File: src/rtl/vdp_cmd_settings.svh
// Width and limit macros for the drawing-command engine
`ifndef VDP_CMD_SETTINGS_SVH
`define VDP_CMD_SETTINGS_SVH

// Destination x
// Bit 8 set means past the right edge
`define VDP_CMD_X_W 9

// Destination y
`define VDP_CMD_Y_W 10

// NX and NY counts
`define VDP_CMD_N_W 10

// Byte address into VRAM
`define VDP_CMD_ADDR_W 17

// CPU register index
// Index 0 is R32
`define VDP_CMD_REGNUM_W 4

`endif

File: src/rtl/vdp_cmd_reg_pkg.sv
// Command opcodes, logic operations and the register snapshot struct
`include "vdp_cmd_settings.svh"

package vdp_cmd_reg_pkg;

  // Upper nibble of R46
  // Codes not listed behave as STOP
  typedef enum logic [3:0] {
    OP_STOP  = 4'b0000,
    OP_POINT = 4'b0100,
    OP_PSET  = 4'b0101,
    OP_LMMV  = 4'b1000,
    OP_HMMV  = 4'b1100
  } cmd_op_t;

  // Lower nibble of R46
  // Bit 3 is the transparent flag
  typedef enum logic [3:0] {
    LOG_IMP  = 4'h0,
    LOG_AND  = 4'h1,
    LOG_OR   = 4'h2,
    LOG_XOR  = 4'h3,
    LOG_NOT  = 4'h4,
    LOG_TIMP = 4'h8,
    LOG_TAND = 4'h9,
    LOG_TOR  = 4'hA,
    LOG_TXOR = 4'hB,
    LOG_TNOT = 4'hC
  } logop_t;

  // Registers frozen when R46 is written
  typedef struct packed {
    logic [`VDP_CMD_X_W-1:0] dx;
    logic [`VDP_CMD_Y_W-1:0] dy;
    logic [`VDP_CMD_N_W-1:0] nx;
    logic [`VDP_CMD_N_W-1:0] ny;
    logic [7:0]              clr;
    logic                    dix;
    logic                    diy;
    cmd_op_t                 op;
    logop_t                  logop;
  } cmd_regs_t;

endpackage

File: src/rtl/vdp_cmd_pix_pkg.sv
// Screen mode, VRAM address type and pixel request struct
`include "vdp_cmd_settings.svh"

package vdp_cmd_pix_pkg;

  // Pixel format of the bitmap
  // Commands are ignored in OFF
  typedef enum logic [1:0] {
    SCR_OFF = 2'b00,
    SCR_G4  = 2'b01,
    SCR_G7  = 2'b10
  } scr_mode_t;

  typedef logic [`VDP_CMD_ADDR_W-1:0] vram_addr_t;

  // What the memory stage does with one pixel
  typedef enum logic [1:0] {
    KIND_FILL_BYTE = 2'b00,
    KIND_MERGE     = 2'b01,
    KIND_PROBE     = 2'b10
  } pix_kind_t;

  // One pixel job from walker to VRAM port
  typedef struct packed {
    logic [`VDP_CMD_X_W-1:0] x;
    logic [`VDP_CMD_Y_W-1:0] y;
    logic [7:0]              colour;
    vdp_cmd_reg_pkg::logop_t logop;
    pix_kind_t               kind;
  } pix_req_t;

endpackage

File: src/rtl/vdp_cmd_regs.sv
// Command register file with CPU write handshake, launch, abort, CLR and CE
`include "vdp_cmd_settings.svh"

module vdp_cmd_regs (
  input  logic                           clk21m,
  input  logic                           reset,
  input  logic                           reg_wr_req,
  input  logic [`VDP_CMD_REGNUM_W-1:0]   reg_num,
  input  logic [7:0]                     reg_data,
  input  vdp_cmd_pix_pkg::scr_mode_t     scr_mode,
  input  logic                           busy,
  input  logic                           point_load,
  input  logic [7:0]                     probe_data,
  output logic                           reg_wr_ack,
  output vdp_cmd_reg_pkg::cmd_regs_t     cmd,
  output logic                           launch,
  output logic                           abort,
  output logic [7:0]                     clr,
  output logic                           ce
);

  // R36 to R43 and R45
  // R32 to R35 are acknowledged but not stored
  logic [`VDP_CMD_X_W-1:0] dx;
  logic [`VDP_CMD_Y_W-1:0] dy;
  logic [`VDP_CMD_N_W-1:0] nx;
  logic [`VDP_CMD_N_W-1:0] ny;
  logic                    dix;
  logic                    diy;

  logic                       wr_pend;
  logic                       cmr_wr;
  vdp_cmd_reg_pkg::cmd_op_t   new_op;
  logic [7:0]                 clr_mask;

  assign wr_pend = reg_wr_req != reg_wr_ack;
  assign cmr_wr  = wr_pend && (reg_num == 4'd14);

  // Unknown opcodes fold to STOP
  always_comb begin
    case (vdp_cmd_reg_pkg::cmd_op_t'(reg_data[7:4]))
      vdp_cmd_reg_pkg::OP_POINT,
      vdp_cmd_reg_pkg::OP_PSET,
      vdp_cmd_reg_pkg::OP_LMMV,
      vdp_cmd_reg_pkg::OP_HMMV: new_op = vdp_cmd_reg_pkg::cmd_op_t'(reg_data[7:4]);
      default:                  new_op = vdp_cmd_reg_pkg::OP_STOP;
    endcase
  end

  // Pixel width of CLR
  // HMMV works on whole bytes
  assign clr_mask = (scr_mode == vdp_cmd_pix_pkg::SCR_G4 &&
                     cmd.op != vdp_cmd_reg_pkg::OP_HMMV) ? 8'h0F : 8'hFF;

  always_ff @(posedge clk21m or posedge reset) begin
    if (reset) begin
      reg_wr_ack <= 1'b0;
      launch     <= 1'b0;
      abort      <= 1'b0;
      clr        <= 8'h00;
      ce         <= 1'b0;
    end else begin
      launch <= 1'b0;
      abort  <= 1'b0;
      // Set by launch and held while the walker runs
      ce     <= launch | (ce & busy);
      // POINT result
      if (point_load) begin
        clr <= probe_data;
      end
      if (wr_pend) begin
        reg_wr_ack <= ~reg_wr_ack;
        if (reg_num == 4'd12) begin
          clr <= ce ? (reg_data & clr_mask) : reg_data;
        end
        // Any R46 write kills the running command
        if (cmr_wr) begin
          abort  <= 1'b1;
          launch <= (scr_mode != vdp_cmd_pix_pkg::SCR_OFF) &&
                    (new_op != vdp_cmd_reg_pkg::OP_STOP);
        end
      end
    end
  end

  // Coordinate and argument registers
  always_ff @(posedge clk21m) begin
    if (wr_pend) begin
      case (reg_num)
        4'd4:  dx[7:0] <= reg_data;
        4'd5:  dx[8]   <= reg_data[0];
        4'd6:  dy[7:0] <= reg_data;
        4'd7:  dy[9:8] <= reg_data[1:0];
        4'd8:  nx[7:0] <= reg_data;
        4'd9:  nx[9:8] <= reg_data[1:0];
        4'd10: ny[7:0] <= reg_data;
        4'd11: ny[9:8] <= reg_data[1:0];
        4'd13: begin
          dix <= reg_data[2];
          diy <= reg_data[3];
        end
        default: ;
      endcase
    end
    // Snapshot for the walker
    if (cmr_wr) begin
      cmd.dx    <= dx;
      cmd.dy    <= dy;
      cmd.nx    <= nx;
      cmd.ny    <= ny;
      cmd.clr   <= clr;
      cmd.dix   <= dix;
      cmd.diy   <= diy;
      cmd.op    <= new_op;
      cmd.logop <= vdp_cmd_reg_pkg::logop_t'(reg_data[3:0]);
    end
  end

  // CPU toggles a new request only once the last one is acknowledged
  a_req_when_idle: assert property (@(posedge clk21m) disable iff (reset)
    $changed(reg_wr_req) |-> $past(reg_wr_req == reg_wr_ack));

  // Walker takes up every launch
  a_launch_busy: assert property (@(posedge clk21m) disable iff (reset)
    launch |=> busy);

endmodule

File: src/rtl/vdp_cmd_walker.sv
// Rectangle walker stepping x and y and issuing pixel requests one at a time
`include "vdp_cmd_settings.svh"

module vdp_cmd_walker (
  input  logic                        clk21m,
  input  logic                        reset,
  input  vdp_cmd_reg_pkg::cmd_regs_t  cmd,
  input  logic                        launch,
  input  logic                        abort,
  input  vdp_cmd_pix_pkg::scr_mode_t  scr_mode,
  input  logic                        req_done,
  output vdp_cmd_pix_pkg::pix_req_t   req,
  output logic                        req_valid,
  output logic                        busy,
  output logic                        point_load
);

  // Command being run
  vdp_cmd_reg_pkg::cmd_regs_t run;
  logic [`VDP_CMD_N_W-1:0]    nx_row;

  logic [`VDP_CMD_X_W-1:0] x;
  logic [`VDP_CMD_Y_W-1:0] y;
  logic [`VDP_CMD_N_W-1:0] nx_cnt;
  logic [`VDP_CMD_N_W-1:0] ny_cnt;
  logic [`VDP_CMD_N_W-1:0] nx_init;
  logic [`VDP_CMD_X_W-1:0] x_step;
  logic [`VDP_CMD_X_W-1:0] x_next;
  logic                    byte_g4;
  logic                    single;
  logic                    row_end;
  logic                    last_row;

  // Row length of the new command
  // HMMV in G4 counts bytes
  // A zero count is one pixel
  always_comb begin
    nx_init = cmd.nx;
    if (cmd.op == vdp_cmd_reg_pkg::OP_HMMV && scr_mode == vdp_cmd_pix_pkg::SCR_G4) begin
      nx_init = {1'b0, cmd.nx[`VDP_CMD_N_W-1:1]};
    end
    if (nx_init == '0) begin
      nx_init = `VDP_CMD_N_W'(1);
    end
  end

  assign byte_g4 = (run.op == vdp_cmd_reg_pkg::OP_HMMV) &&
                   (scr_mode == vdp_cmd_pix_pkg::SCR_G4);
  assign single  = (run.op == vdp_cmd_reg_pkg::OP_PSET) ||
                   (run.op == vdp_cmd_reg_pkg::OP_POINT);
  assign x_step  = byte_g4 ? `VDP_CMD_X_W'(2) : `VDP_CMD_X_W'(1);
  assign x_next  = run.dix ? (x - x_step) : (x + x_step);

  // Clip at x >= 256
  // Also catches wrap below 0
  assign row_end  = single || (nx_cnt == `VDP_CMD_N_W'(1)) || x_next[`VDP_CMD_X_W-1];
  assign last_row = single || (ny_cnt == `VDP_CMD_N_W'(1)) || (run.diy && y == '0);

  // Current pixel job
  always_comb begin
    req.x      = x;
    req.y      = y;
    req.colour = run.clr;
    req.logop  = run.logop;
    case (run.op)
      vdp_cmd_reg_pkg::OP_HMMV:  req.kind = vdp_cmd_pix_pkg::KIND_FILL_BYTE;
      vdp_cmd_reg_pkg::OP_POINT: req.kind = vdp_cmd_pix_pkg::KIND_PROBE;
      default:                   req.kind = vdp_cmd_pix_pkg::KIND_MERGE;
    endcase
  end

  always_ff @(posedge clk21m) begin
    if (launch) begin
      run    <= cmd;
      nx_row <= nx_init;
    end
  end

  always_ff @(posedge clk21m or posedge reset) begin
    if (reset) begin
      busy       <= 1'b0;
      req_valid  <= 1'b0;
      point_load <= 1'b0;
      x          <= '0;
      y          <= '0;
      nx_cnt     <= '0;
      ny_cnt     <= '0;
    end else begin
      point_load <= 1'b0;
      // New command wins over the abort that comes with it
      if (launch) begin
        busy      <= 1'b1;
        req_valid <= 1'b1;
        x         <= cmd.dx;
        y         <= cmd.dy;
        nx_cnt    <= nx_init;
        ny_cnt    <= (cmd.ny == '0) ? `VDP_CMD_N_W'(1) : cmd.ny;
      end else if (abort) begin
        busy      <= 1'b0;
        req_valid <= 1'b0;
      end else if (busy && req_done) begin
        point_load <= run.op == vdp_cmd_reg_pkg::OP_POINT;
        if (!row_end) begin
          x      <= x_next;
          nx_cnt <= nx_cnt - 1'b1;
        end else if (!last_row) begin
          // Back to DX on the next line
          x      <= run.dx;
          nx_cnt <= nx_row;
          ny_cnt <= ny_cnt - 1'b1;
          y      <= run.diy ? (y - 1'b1) : (y + 1'b1);
        end else begin
          busy      <= 1'b0;
          req_valid <= 1'b0;
        end
      end
    end
  end

  // Port answers only a job that is still offered
  a_done_on_valid: assert property (@(posedge clk21m) disable iff (reset)
    req_done |-> req_valid);

endmodule

File: src/rtl/vdp_cmd_vram_port.sv
// VRAM port with address forming, toggle handshakes and logical-op merge
module vdp_cmd_vram_port (
  input  logic                        clk21m,
  input  logic                        reset,
  input  vdp_cmd_pix_pkg::scr_mode_t  scr_mode,
  input  vdp_cmd_pix_pkg::pix_req_t   req,
  input  logic                        req_valid,
  input  logic                        abort,
  input  logic                        vram_rd_ack,
  input  logic                        vram_wr_ack,
  input  logic [7:0]                  vram_rd_data,
  output logic                        req_done,
  output logic [7:0]                  probe_data,
  output logic                        vram_rd_req,
  output logic                        vram_wr_req,
  output vdp_cmd_pix_pkg::vram_addr_t vram_addr,
  output logic [7:0]                  vram_wr_data
);

  typedef enum logic [1:0] {
    ST_IDLE,
    ST_RD,
    ST_WR
  } state_t;

  state_t                      state;
  vdp_cmd_pix_pkg::pix_req_t   cur;
  vdp_cmd_pix_pkg::vram_addr_t addr;
  vdp_cmd_reg_pkg::logop_t     base_op;
  logic                        aborted;
  logic                        kill;
  logic                        accept;
  logic                        rd_fin;
  logic                        wr_fin;
  logic                        g4;
  logic                        hi_nib;
  logic [7:0]                  rd_pix;
  logic [7:0]                  src;
  logic [7:0]                  res;
  logic [7:0]                  merged;

  assign g4     = scr_mode == vdp_cmd_pix_pkg::SCR_G4;
  // Skip the cycle of our own done, old job still on req
  assign accept = (state == ST_IDLE) && req_valid && !req_done && !abort;
  assign rd_fin = (state == ST_RD) && (vram_rd_req == vram_rd_ack);
  assign wr_fin = (state == ST_WR) && (vram_wr_req == vram_wr_ack);
  assign kill   = aborted | abort;

  // G4 packs two pixels, even x in the high nibble
  assign addr   = g4 ? {req.y[9:0], req.x[7:1]} : {req.y[8:0], req.x[7:0]};
  assign hi_nib = !cur.x[0];
  assign rd_pix = g4 ? {4'h0, hi_nib ? vram_rd_data[7:4] : vram_rd_data[3:0]} : vram_rd_data;
  assign src    = cur.colour & (g4 ? 8'h0F : 8'hFF);

  // Logic op without the transparent bit
  assign base_op = vdp_cmd_reg_pkg::logop_t'({1'b0, cur.logop[2:0]});

  always_comb begin
    // Transparent with colour 0 keeps the old pixel
    if (cur.logop[3] && src == 8'h00) begin
      res = rd_pix;
    end else begin
      case (base_op)
        vdp_cmd_reg_pkg::LOG_IMP: res = src;
        vdp_cmd_reg_pkg::LOG_AND: res = src & rd_pix;
        vdp_cmd_reg_pkg::LOG_OR:  res = src | rd_pix;
        vdp_cmd_reg_pkg::LOG_XOR: res = src ^ rd_pix;
        vdp_cmd_reg_pkg::LOG_NOT: res = ~src;
        default:                  res = rd_pix;
      endcase
    end
  end

  // Reinsert without touching the other nibble
  assign merged = !g4 ? res :
                  hi_nib ? {res[3:0], vram_rd_data[3:0]} : {vram_rd_data[7:4], res[3:0]};

  always_ff @(posedge clk21m or posedge reset) begin
    if (reset) begin
      state       <= ST_IDLE;
      vram_rd_req <= 1'b0;
      vram_wr_req <= 1'b0;
      req_done    <= 1'b0;
      aborted     <= 1'b0;
    end else begin
      req_done <= 1'b0;
      if (abort && state != ST_IDLE) begin
        aborted <= 1'b1;
      end
      case (state)
        ST_IDLE: begin
          aborted <= 1'b0;
          if (accept) begin
            if (req.kind == vdp_cmd_pix_pkg::KIND_FILL_BYTE) begin
              vram_wr_req <= ~vram_wr_ack;
              state       <= ST_WR;
            end else begin
              vram_rd_req <= ~vram_rd_ack;
              state       <= ST_RD;
            end
          end
        end
        ST_RD: begin
          if (rd_fin) begin
            // Aborted read ends here, no write-back
            if (kill || cur.kind == vdp_cmd_pix_pkg::KIND_PROBE) begin
              req_done <= !kill;
              state    <= ST_IDLE;
            end else begin
              vram_wr_req <= ~vram_wr_ack;
              state       <= ST_WR;
            end
          end
        end
        ST_WR: begin
          if (wr_fin) begin
            req_done <= !kill;
            state    <= ST_IDLE;
          end
        end
        default: state <= ST_IDLE;
      endcase
    end
  end

  // Job, address and data held through the access
  always_ff @(posedge clk21m) begin
    if (accept) begin
      cur          <= req;
      vram_addr    <= addr;
      vram_wr_data <= req.colour;
    end
    if (rd_fin) begin
      vram_wr_data <= merged;
      if (cur.kind == vdp_cmd_pix_pkg::KIND_PROBE) begin
        probe_data <= rd_pix;
      end
    end
  end

  // New access only once the last one of that type is acknowledged
  a_rd_one_pending: assert property (@(posedge clk21m) disable iff (reset)
    $changed(vram_rd_req) |-> $past(vram_rd_req == vram_rd_ack));
  a_wr_one_pending: assert property (@(posedge clk21m) disable iff (reset)
    $changed(vram_wr_req) |-> $past(vram_wr_req == vram_wr_ack));

endmodule

File: src/rtl/vdp_cmd_top.sv
// Drawing-command engine top chaining register file, walker and VRAM port
`include "vdp_cmd_settings.svh"

module vdp_cmd_top (
  input  logic                          clk21m,
  input  logic                          reset,
  input  vdp_cmd_pix_pkg::scr_mode_t    scr_mode,
  // CPU register port
  input  logic                          reg_wr_req,
  input  logic [`VDP_CMD_REGNUM_W-1:0]  reg_num,
  input  logic [7:0]                    reg_data,
  output logic                          reg_wr_ack,
  // VRAM port
  output logic                          vram_rd_req,
  output logic                          vram_wr_req,
  output vdp_cmd_pix_pkg::vram_addr_t   vram_addr,
  output logic [7:0]                    vram_wr_data,
  input  logic                          vram_rd_ack,
  input  logic                          vram_wr_ack,
  input  logic [7:0]                    vram_rd_data,
  // Status
  output logic                          ce,
  output logic [7:0]                    clr
);

  vdp_cmd_reg_pkg::cmd_regs_t cmd;
  vdp_cmd_pix_pkg::pix_req_t  req;
  logic                       launch;
  logic                       abort;
  logic                       busy;
  logic                       point_load;
  logic                       req_valid;
  logic                       req_done;
  logic [7:0]                 probe_data;

  vdp_cmd_regs u_regs (
    .clk21m     (clk21m),
    .reset      (reset),
    .reg_wr_req (reg_wr_req),
    .reg_num    (reg_num),
    .reg_data   (reg_data),
    .scr_mode   (scr_mode),
    .busy       (busy),
    .point_load (point_load),
    .probe_data (probe_data),
    .reg_wr_ack (reg_wr_ack),
    .cmd        (cmd),
    .launch     (launch),
    .abort      (abort),
    .clr        (clr),
    .ce         (ce)
  );

  vdp_cmd_walker u_walker (
    .clk21m     (clk21m),
    .reset      (reset),
    .cmd        (cmd),
    .launch     (launch),
    .abort      (abort),
    .scr_mode   (scr_mode),
    .req_done   (req_done),
    .req        (req),
    .req_valid  (req_valid),
    .busy       (busy),
    .point_load (point_load)
  );

  vdp_cmd_vram_port u_port (
    .clk21m       (clk21m),
    .reset        (reset),
    .scr_mode     (scr_mode),
    .req          (req),
    .req_valid    (req_valid),
    .abort        (abort),
    .vram_rd_ack  (vram_rd_ack),
    .vram_wr_ack  (vram_wr_ack),
    .vram_rd_data (vram_rd_data),
    .req_done     (req_done),
    .probe_data   (probe_data),
    .vram_rd_req  (vram_rd_req),
    .vram_wr_req  (vram_wr_req),
    .vram_addr    (vram_addr),
    .vram_wr_data (vram_wr_data)
  );

endmodule

File: config.mk
export PLATFORM = sky130hd
export DESIGN_NAME = vdp_cmd_top
export DESIGN_NICKNAME = d
export VERILOG_FILES = /design/src/rtl/vdp_cmd_reg_pkg.sv /design/src/rtl/vdp_cmd_pix_pkg.sv /design/src/rtl/vdp_cmd_regs.sv /design/src/rtl/vdp_cmd_walker.sv /design/src/rtl/vdp_cmd_vram_port.sv /design/src/rtl/vdp_cmd_top.sv
export VERILOG_INCLUDE_DIRS = /design/src /design/src/rtl
export SDC_FILE = /design/constraint.sdc
export NUM_CORES = 1
export LEC_CHECK = 0
export BUFFER_PORTS_ARGS = -buffer_cell sky130_fd_sc_hd__clkbuf_2
export CELL_PAD_IN_SITES_DETAIL_PLACEMENT = 1
export CELL_PAD_IN_SITES_GLOBAL_PLACEMENT = 2
export CORE_UTILIZATION = 46
export DETAILED_ROUTE_END_ITERATION = 16
export HOLD_SLACK_MARGIN = 0.1
export PLACE_DENSITY_LB_ADDON = 0.1
export SYNTH_ARGS = -nofsm -noshare
export SYNTH_HDL_FRONTEND = slang
export SYNTH_SLANG_ARGS = --single-unit
File: constraint.sdc
create_clock -name clk21m -period 6.04 [get_ports clk21m]
set_clock_uncertainty 0.05 [all_clocks]
set_input_delay 0.302 -clock clk21m [delete_from_list [all_inputs] [get_ports clk21m]]
set_output_delay 0.302 -clock clk21m [all_outputs]
set_load 0.05 [all_outputs]
# [Word level (Yosys, flattened, before mapping)]
# Cells that the tools add are included.
[classes] n_addsub=6 eq_ne=41 n_mux=72 n_reduce_logical=58 bitwise=13
[op_table] operator="$mux W10" n=19
[op_table] operator="$mux W8" n=12
[op_table] operator="$mux W9" n=6
[op_table] operator="$eq A4 B4 Y1 const B" n=11
[op_table] operator="$pmux W8 S5" n=1
[op_table] operator="$eq A4 B3 Y1 const B" n=8
[op_table] operator="$logic_not A10 Y1" n=3
[op_table] operator="$sub A10 B1 Y10 const B" n=3
[op_table] operator="$and A8 B8 Y8" n=3
[op_table] operator="$mux W1" n=21
[op_table] operator="$eq A10 B1 Y1 const B" n=2
[op_table] operator="$reduce_and A2 Y1" n=10
[op_table] operator="$mux W17" n=1
[op_table] operator="$logic_and A1 B1 Y1" n=14
[op_table] operator="$reduce_bool A2 Y1" n=7
[op_table] operator="$mux W2" n=6
[op_table] operator="$reduce_and A3 Y1" n=4
[op_table] operator="$add A10 B1 Y10 const B" n=1
[op_table] operator="$add A9 B2 Y9" n=1
[op_table] operator="$reduce_bool A3 Y1" n=3
[op_table] operator="$sub A9 B2 Y9" n=1
[op_table] operator="$logic_not A8 Y1" n=1
[op_table] operator="$mux W4" n=2
[op_table] operator="$ne A2 B1 Y1 const B" n=4
[op_table] operator="27 further kinds" n=46
[totals] reg_bits=242 inputBits=27

# [Longest topological paths before layout]
[logic_depth] depth_word=10 depth_mapped=13 ltp_nobuf=12

# [Cells and area by module]
# Synthesis repeated with hierarchy kept, for this count alone.
[unflattened] cells_unflattened=904 hier_area_um2=11257.0
[modules_own_cells] mod="vdp_cmd_walker" instances=1 seq_area_each_um2=2137.0 cells_per_inst=444 area_per_inst_um2=4621.9
[modules_own_cells] mod="vdp_cmd_regs" instances=1 seq_area_each_um2=3243.1 cells_per_inst=172 area_per_inst_um2=3628.5
[modules_own_cells] mod="vdp_cmd_vram_port" instances=1 seq_area_each_um2=1591.5 cells_per_inst=288 area_per_inst_um2=3006.6

# [Least setup slack after synthesis]
# OpenSTA, ideal clock, no wires.
[synth_path] path_type="reg2reg" start="reg u_regs.reg_wr_ack" end="reg, netlist name u_regs.cmd[0]" t_arrival_ps=3417 synth_period_minus_slack_ps=3940 stages_incl_launch_ff=5 path_slack_ps=2100 setup_ps=473 required_ps=5517 cell_sequence="dfrtp_1 > xnor2_1 > nor2_1 > nand2_1 > nor2_1"
[synth_between] elab_chain_cells=2
[synth_rtl] element="from (decl)" line="vdp_cmd_regs.sv:14" text="output logic reg_wr_ack,"
[synth_rtl] element="from (signal assigned)" line="vdp_cmd_regs.sv:72" text="reg_wr_ack <= ~reg_wr_ack;"
[synth_rtl] element="$ne A1 B1 Y1" line="vdp_cmd_regs.sv:36" text="assign wr_pend = reg_wr_req != reg_wr_ack;"
[synth_rtl] element="$logic_and A1 B1 Y1" line="vdp_cmd_regs.sv:37" text="assign cmr_wr = wr_pend && (reg_num == 4'd14);"
[synth_rtl] element="named net u_regs.cmr_wr" line="vdp_cmd_regs.sv:32" text="logic cmr_wr;"
# The timed path passes the listed nets, and every way through them passes these cells.
# A chain may end at the register's enable or synchronous reset.

# [Worst setup path in the final report]
[layout_path] start="reg u_walker.run[5] in the netlist's numbering" end="reg u_walker.nx_cnt[6]"
[layout_between] elab_chain_cells=10 elab_cells_between_ends=19
[layout_rtl] element="from (decl)" line="vdp_cmd_walker.sv:19" text="vdp_cmd_reg_pkg::cmd_regs_t run;"
[layout_rtl] element="from (signal assigned)" line="vdp_cmd_walker.sv:74" text="run <= cmd;"
[layout_rtl] element="$eq A4 B4 Y1" line="vdp_cmd_walker.sv:47" text="assign byte_g4 = (run.op == vdp_cmd_reg_pkg::OP_HMMV) &&"
[layout_rtl] element="$logic_and A1 B1 Y1" line="vdp_cmd_walker.sv:47"
[layout_rtl] element="$mux W2" line="vdp_cmd_walker.sv:51" text="assign x_step = byte_g4 ? `VDP_CMD_X_W'(2) : `VDP_CMD_X_W'(1);"
[layout_rtl] element="$add A9 B2 Y9 or $sub A9 B2 Y9 (tied branches)" line="vdp_cmd_walker.sv:52" text="assign x_next = run.dix ? (x - x_step) : (x + x_step);"
[layout_rtl] element="$mux W9" line="vdp_cmd_walker.sv:52"
[layout_rtl] element="$logic_or A1 B1 Y1" line="vdp_cmd_walker.sv:56" text="assign row_end = single || (nx_cnt == `VDP_CMD_N_W'(1)) || x_next[`VDP_CMD_X_W-1];"
[layout_rtl] element="$mux W10" line="vdp_cmd_walker.sv:103" text="if (!row_end) begin"
[layout_rtl] element="$mux W10" line="vdp_cmd_walker.sv:101" text="end else if (busy && req_done) begin"
[layout_rtl] element="$mux W10" line="vdp_cmd_walker.sv:98" text="end else if (abort) begin"
[layout_rtl] element="$mux W10" line="vdp_cmd_walker.sv:91" text="if (launch) begin"
[layout_rtl] element="to (signal assigned)" line="vdp_cmd_walker.sv:96" text="nx_cnt <= nx_init;"
[layout_rtl] element="to (signal assigned)" line="vdp_cmd_walker.sv:105" text="nx_cnt <= nx_cnt - 1'b1;"
[layout_rtl] element="to (signal assigned)" line="vdp_cmd_walker.sv:109" text="nx_cnt <= nx_row;"
[layout_rtl] element="to (decl)" line="vdp_cmd_walker.sv:24" text="logic [`VDP_CMD_N_W-1:0] nx_cnt;"
# Several ways; a longest one is shown, not always the timed one. The select of a mux whose other input is x is not followed.

==> summary.txt <==
Routing
  – DRT met1 WL: 12940 um
  – Final ANT Viol Nets: 0
  – Via count: 7374
  – DRT iter0 DRCs: 501
  – Final wirelength: 29290 um
  – DRT Pass-1 Iters: 5
  – Drt via density: 5.668
  – Met3 wire length: 1017 um
  – Top Metal Used: met4
  – Met2 wire length: 14670 um
  – Number of remaining DRC errors: 0
  – Wire per inst: 22.51 um

Global routing
  – First-pass GRT wire length: 45290 um
  – Vias in the first global route: 7747
  – GRT overflow: 0
  – Largest net degree at the start of global routing: 68
  – Initial antenna violation count: 0
  – Gr usage total: 24.48%

Finish
  – Fin nets: 1029
  – P&R area growth vs syn: 14.77%
  – Fillers: 2434
  – Post-layout util: 54.28%
  – Layout cells sized above 1: 16.09%
  – Diode count: 0

Floorplan
  – Die Footprint: 24980 um2
  – Core area: 23680 um2
  – # IOs: 64
  – Row cnt: 56
  – Die span in y: 158.1 um
  – Die width: 158.1 um
  – Initial Utilization: 47.30%

Timing
  – Setup TNS: 0 ps
  – Final min period: 4830 ps
  – Rel. slew slack: 30.44%
  – Hold Vio Cnt, Final: 0
  – Final Cycle Share: 79.97%
  – Unrepaired setup endpoints after global routing: no
  – Slew @ Worst Pin: 1030 ps
  – Max Freq: 207.0 MHz
  – Setup violators final: 0
  – Slew Limit Fails: 0

Power and ir drop
  – PD cells: 448.3 nW/um2
  – P_leak: 0.004935 uW
  – VDD IR max: 0.0003372 V

Logic synthesis
  – Post-synth EDFFs: 183
  – Post-Syn Area: 11200 um2
  – Most instantiated cells after synthesis: edfxtp_1 (183), nand2_1 (87), nor2_1 (69)
  – Sequential fraction of the synthesis area: 62.24%
  – Syn_nets: 959
  – Synth area leader: edfxtp_1
  – Yosys reg bits: 242
  – Synth unique cells: 76
  – Async S/R FF share, synth: 24.38%
  – Top cell type's share of synthesized area: 49.06%
  – Cell with the most instances after synthesis: edfxtp_1
  – Dominant cells by area after synthesis: edfxtp_1 (49%), dfrtp_1 (13%), ha_1 (4.4%), mux2i_1 (4.2%), nand2_1 (2.9%)
  – Syn_area_per_cell: 12.57 um2
  – Mapped Cells: 891
  – YS warnings: 0
  – Ys flop type: edfxtp_1

Placed design
  – Hpwl dp: 20720 um
  – Number of port buffers: 63
  – GPL Wtd Cong: 0.8449

Hold path
  – Hold Crit Class: input port to register

Clocking
  – Clk slew on worst S/H paths: 60 ps
  – Worst skew pair latency: 540 ps
  – Num CTS Buffers: 27
  – CTS tree: done
  – Root buffer cell: clkbuf_16
  – H-Tree Depth: 1
  – CTS Buffer Depth: 3
  – Clock Sinks: 242

Critical path
  – Critical Path Start Type: register
  – Crit-path max FO: 12
  – Arr. time, crit path: 5230 ps
  – Crit Path Class: register to register
  – Required @ worst endpoint: 6440 ps
  – Element type at the critical path end: register

Flow run
  – Max Cap Viol: 0

Status
  – Status: finished clean
path summary, 6_finish.rpt:
| path | startpoint | to | slack (ps) | cells past startpoint |
|---|---|---|---|---|
| worst max-delay path | u_walker.run[5] | u_walker.nx_cnt[6] | 1210 | 12 |
| worst min-delay path | reg_num[3] | u_regs.launch | 120 | 3 |
| worst max register to register | u_walker.run[5] | u_walker.nx_cnt[6] | 1210 | 12 |
| worst min register to register | u_regs.cmd[1] | u_walker.req[3] | 360 | 0 |
| max in group asynchronous | reset | u_regs.launch | 4730 | 4 |
| min in group asynchronous | reset | u_walker.y[8] | 540 | 4 |
layout make-up:
type	instances	area, um2	share of cell area (%)
Sequential cell	242	6975	54.26
Multi-Input combinational cell	564	3887	30.24
Clock buffer	33	718.2	5.586
Timing Repair Buffer	78	442.9	3.445
Tap cell	319	399.1	3.105
Clock inverter	17	252.7	1.966
Inverter	48	180.2	1.401
metal layers:
layer	GRT usage, %	vias up
li1	-	3450
met1	32.59	3722
met2	42.29	155
met3	2.956	47
met4	6.593	0
met5	0	-
power breakdown:
part,switching [uW],leakage [uW],internal (uW),total (uW)
Clock,664,0.000473,1110,1770
Sequential,222,0.00235,2060,2280
Combinational,1120,0.00212,593,1720
stage by stage:
step | total power [uW] | setup slack (ps) | cells | cell area (um2) | hold slack (ps)
global route | 6051 | 937.7 | 1301 | 12860 | 131.5
global placement | 3924 | 1533 | 1245 | 11830 | 350.8
detailed placement | 4014 | 1234 | 1245 | 11830 | 355.7
finish | 5764 | 1210 | 1301 | 12860 | 116.3
floorplan | 3506 | 2100 | 891 | 11200 | 336.7
CTS | 5806 | 1218 | 1301 | 12860 | 109.0
sequential cells by signal (all words and copies together), names as in the netlist, 9 cells and up:
signal and flops:
u_port.cur 12, u_port.vram_addr 17, u_regs.cmd 57, u_regs.dx 9, u_regs.dy 10, u_regs.nx 10
u_regs.ny 10, u_walker.nx_cnt 10, u_walker.nx_row 10, u_walker.ny_cnt 10, u_walker.req 12, u_walker.run 15
u_walker.x 9, u_walker.y 10
cells by family after synthesis:
logic type,after synthesis,share of synthesized area [%]
AOI/OAI and AO/OA,173,10.50
xor gates and xnor gates,24,1.876
adders and majority gates,41,4.714
buffers and inverters,85,3.206
DFF,242,62.24
muxes,64,5.942
other,1,0.03348
and+or+nand+nor,261,11.49
worst max-delay path, stage by stage (launching register included):
cell and delay (ps):
edfxtp_1 390, or3b_2 530, nor2_1 280, nand2_1 140
ha_1 240, fa_1 420, nand2b_1 210, a2111oi_1 430
or2_2 240, nand3_1 440, a21oi_1 800, buf_4 330
mux2i_1 260
what timing repair did:
item,in CTS,in global routing
setup buffers,0,0
hold endpoints to repair,63,0
gates resized for setup,0,0
hold buffers,6,0
layout by cell type (no fill, tap or decap), types with 5 or more instances in the layout:
| cell type | n |
|---|---|
| nor4_1 | 13 |
| o21ai_0 | 34 |
| a221oi_1 | 6 |
| o221ai_1 | 8 |
| o22ai_1 | 8 |
| nand2b_1 | 9 |
| inv_1 | 47 |
| clkbuf_2 | 63 |
| bufinv_16 | 6 |
| ha_1 | 39 |
| nand2_1 | 87 |
| o311ai_0 | 6 |
| nor3b_1 | 5 |
| nand3_1 | 14 |
| and2_1 | 6 |
| clkbuf_16 | 27 |
| a31oi_1 | 8 |
| xor2_1 | 13 |
| nor3_1 | 14 |
| nor2_1 | 68 |
| mux2_2 | 16 |
| or3_1 | 5 |
| a21oi_1 | 48 |
| edfxtp_1 | 183 |
| clkinv_2 | 5 |
| dfrtp_1 | 58 |
| buf_4 | 9 |
| xnor2_1 | 11 |
| a2bb2oi_1 | 6 |
| nor2b_1 | 9 |
| mux2i_1 | 47 |
| a221o_1 | 5 |
| dlygate4sd3_1 | 6 |
(Power assumes the default switching activity.)
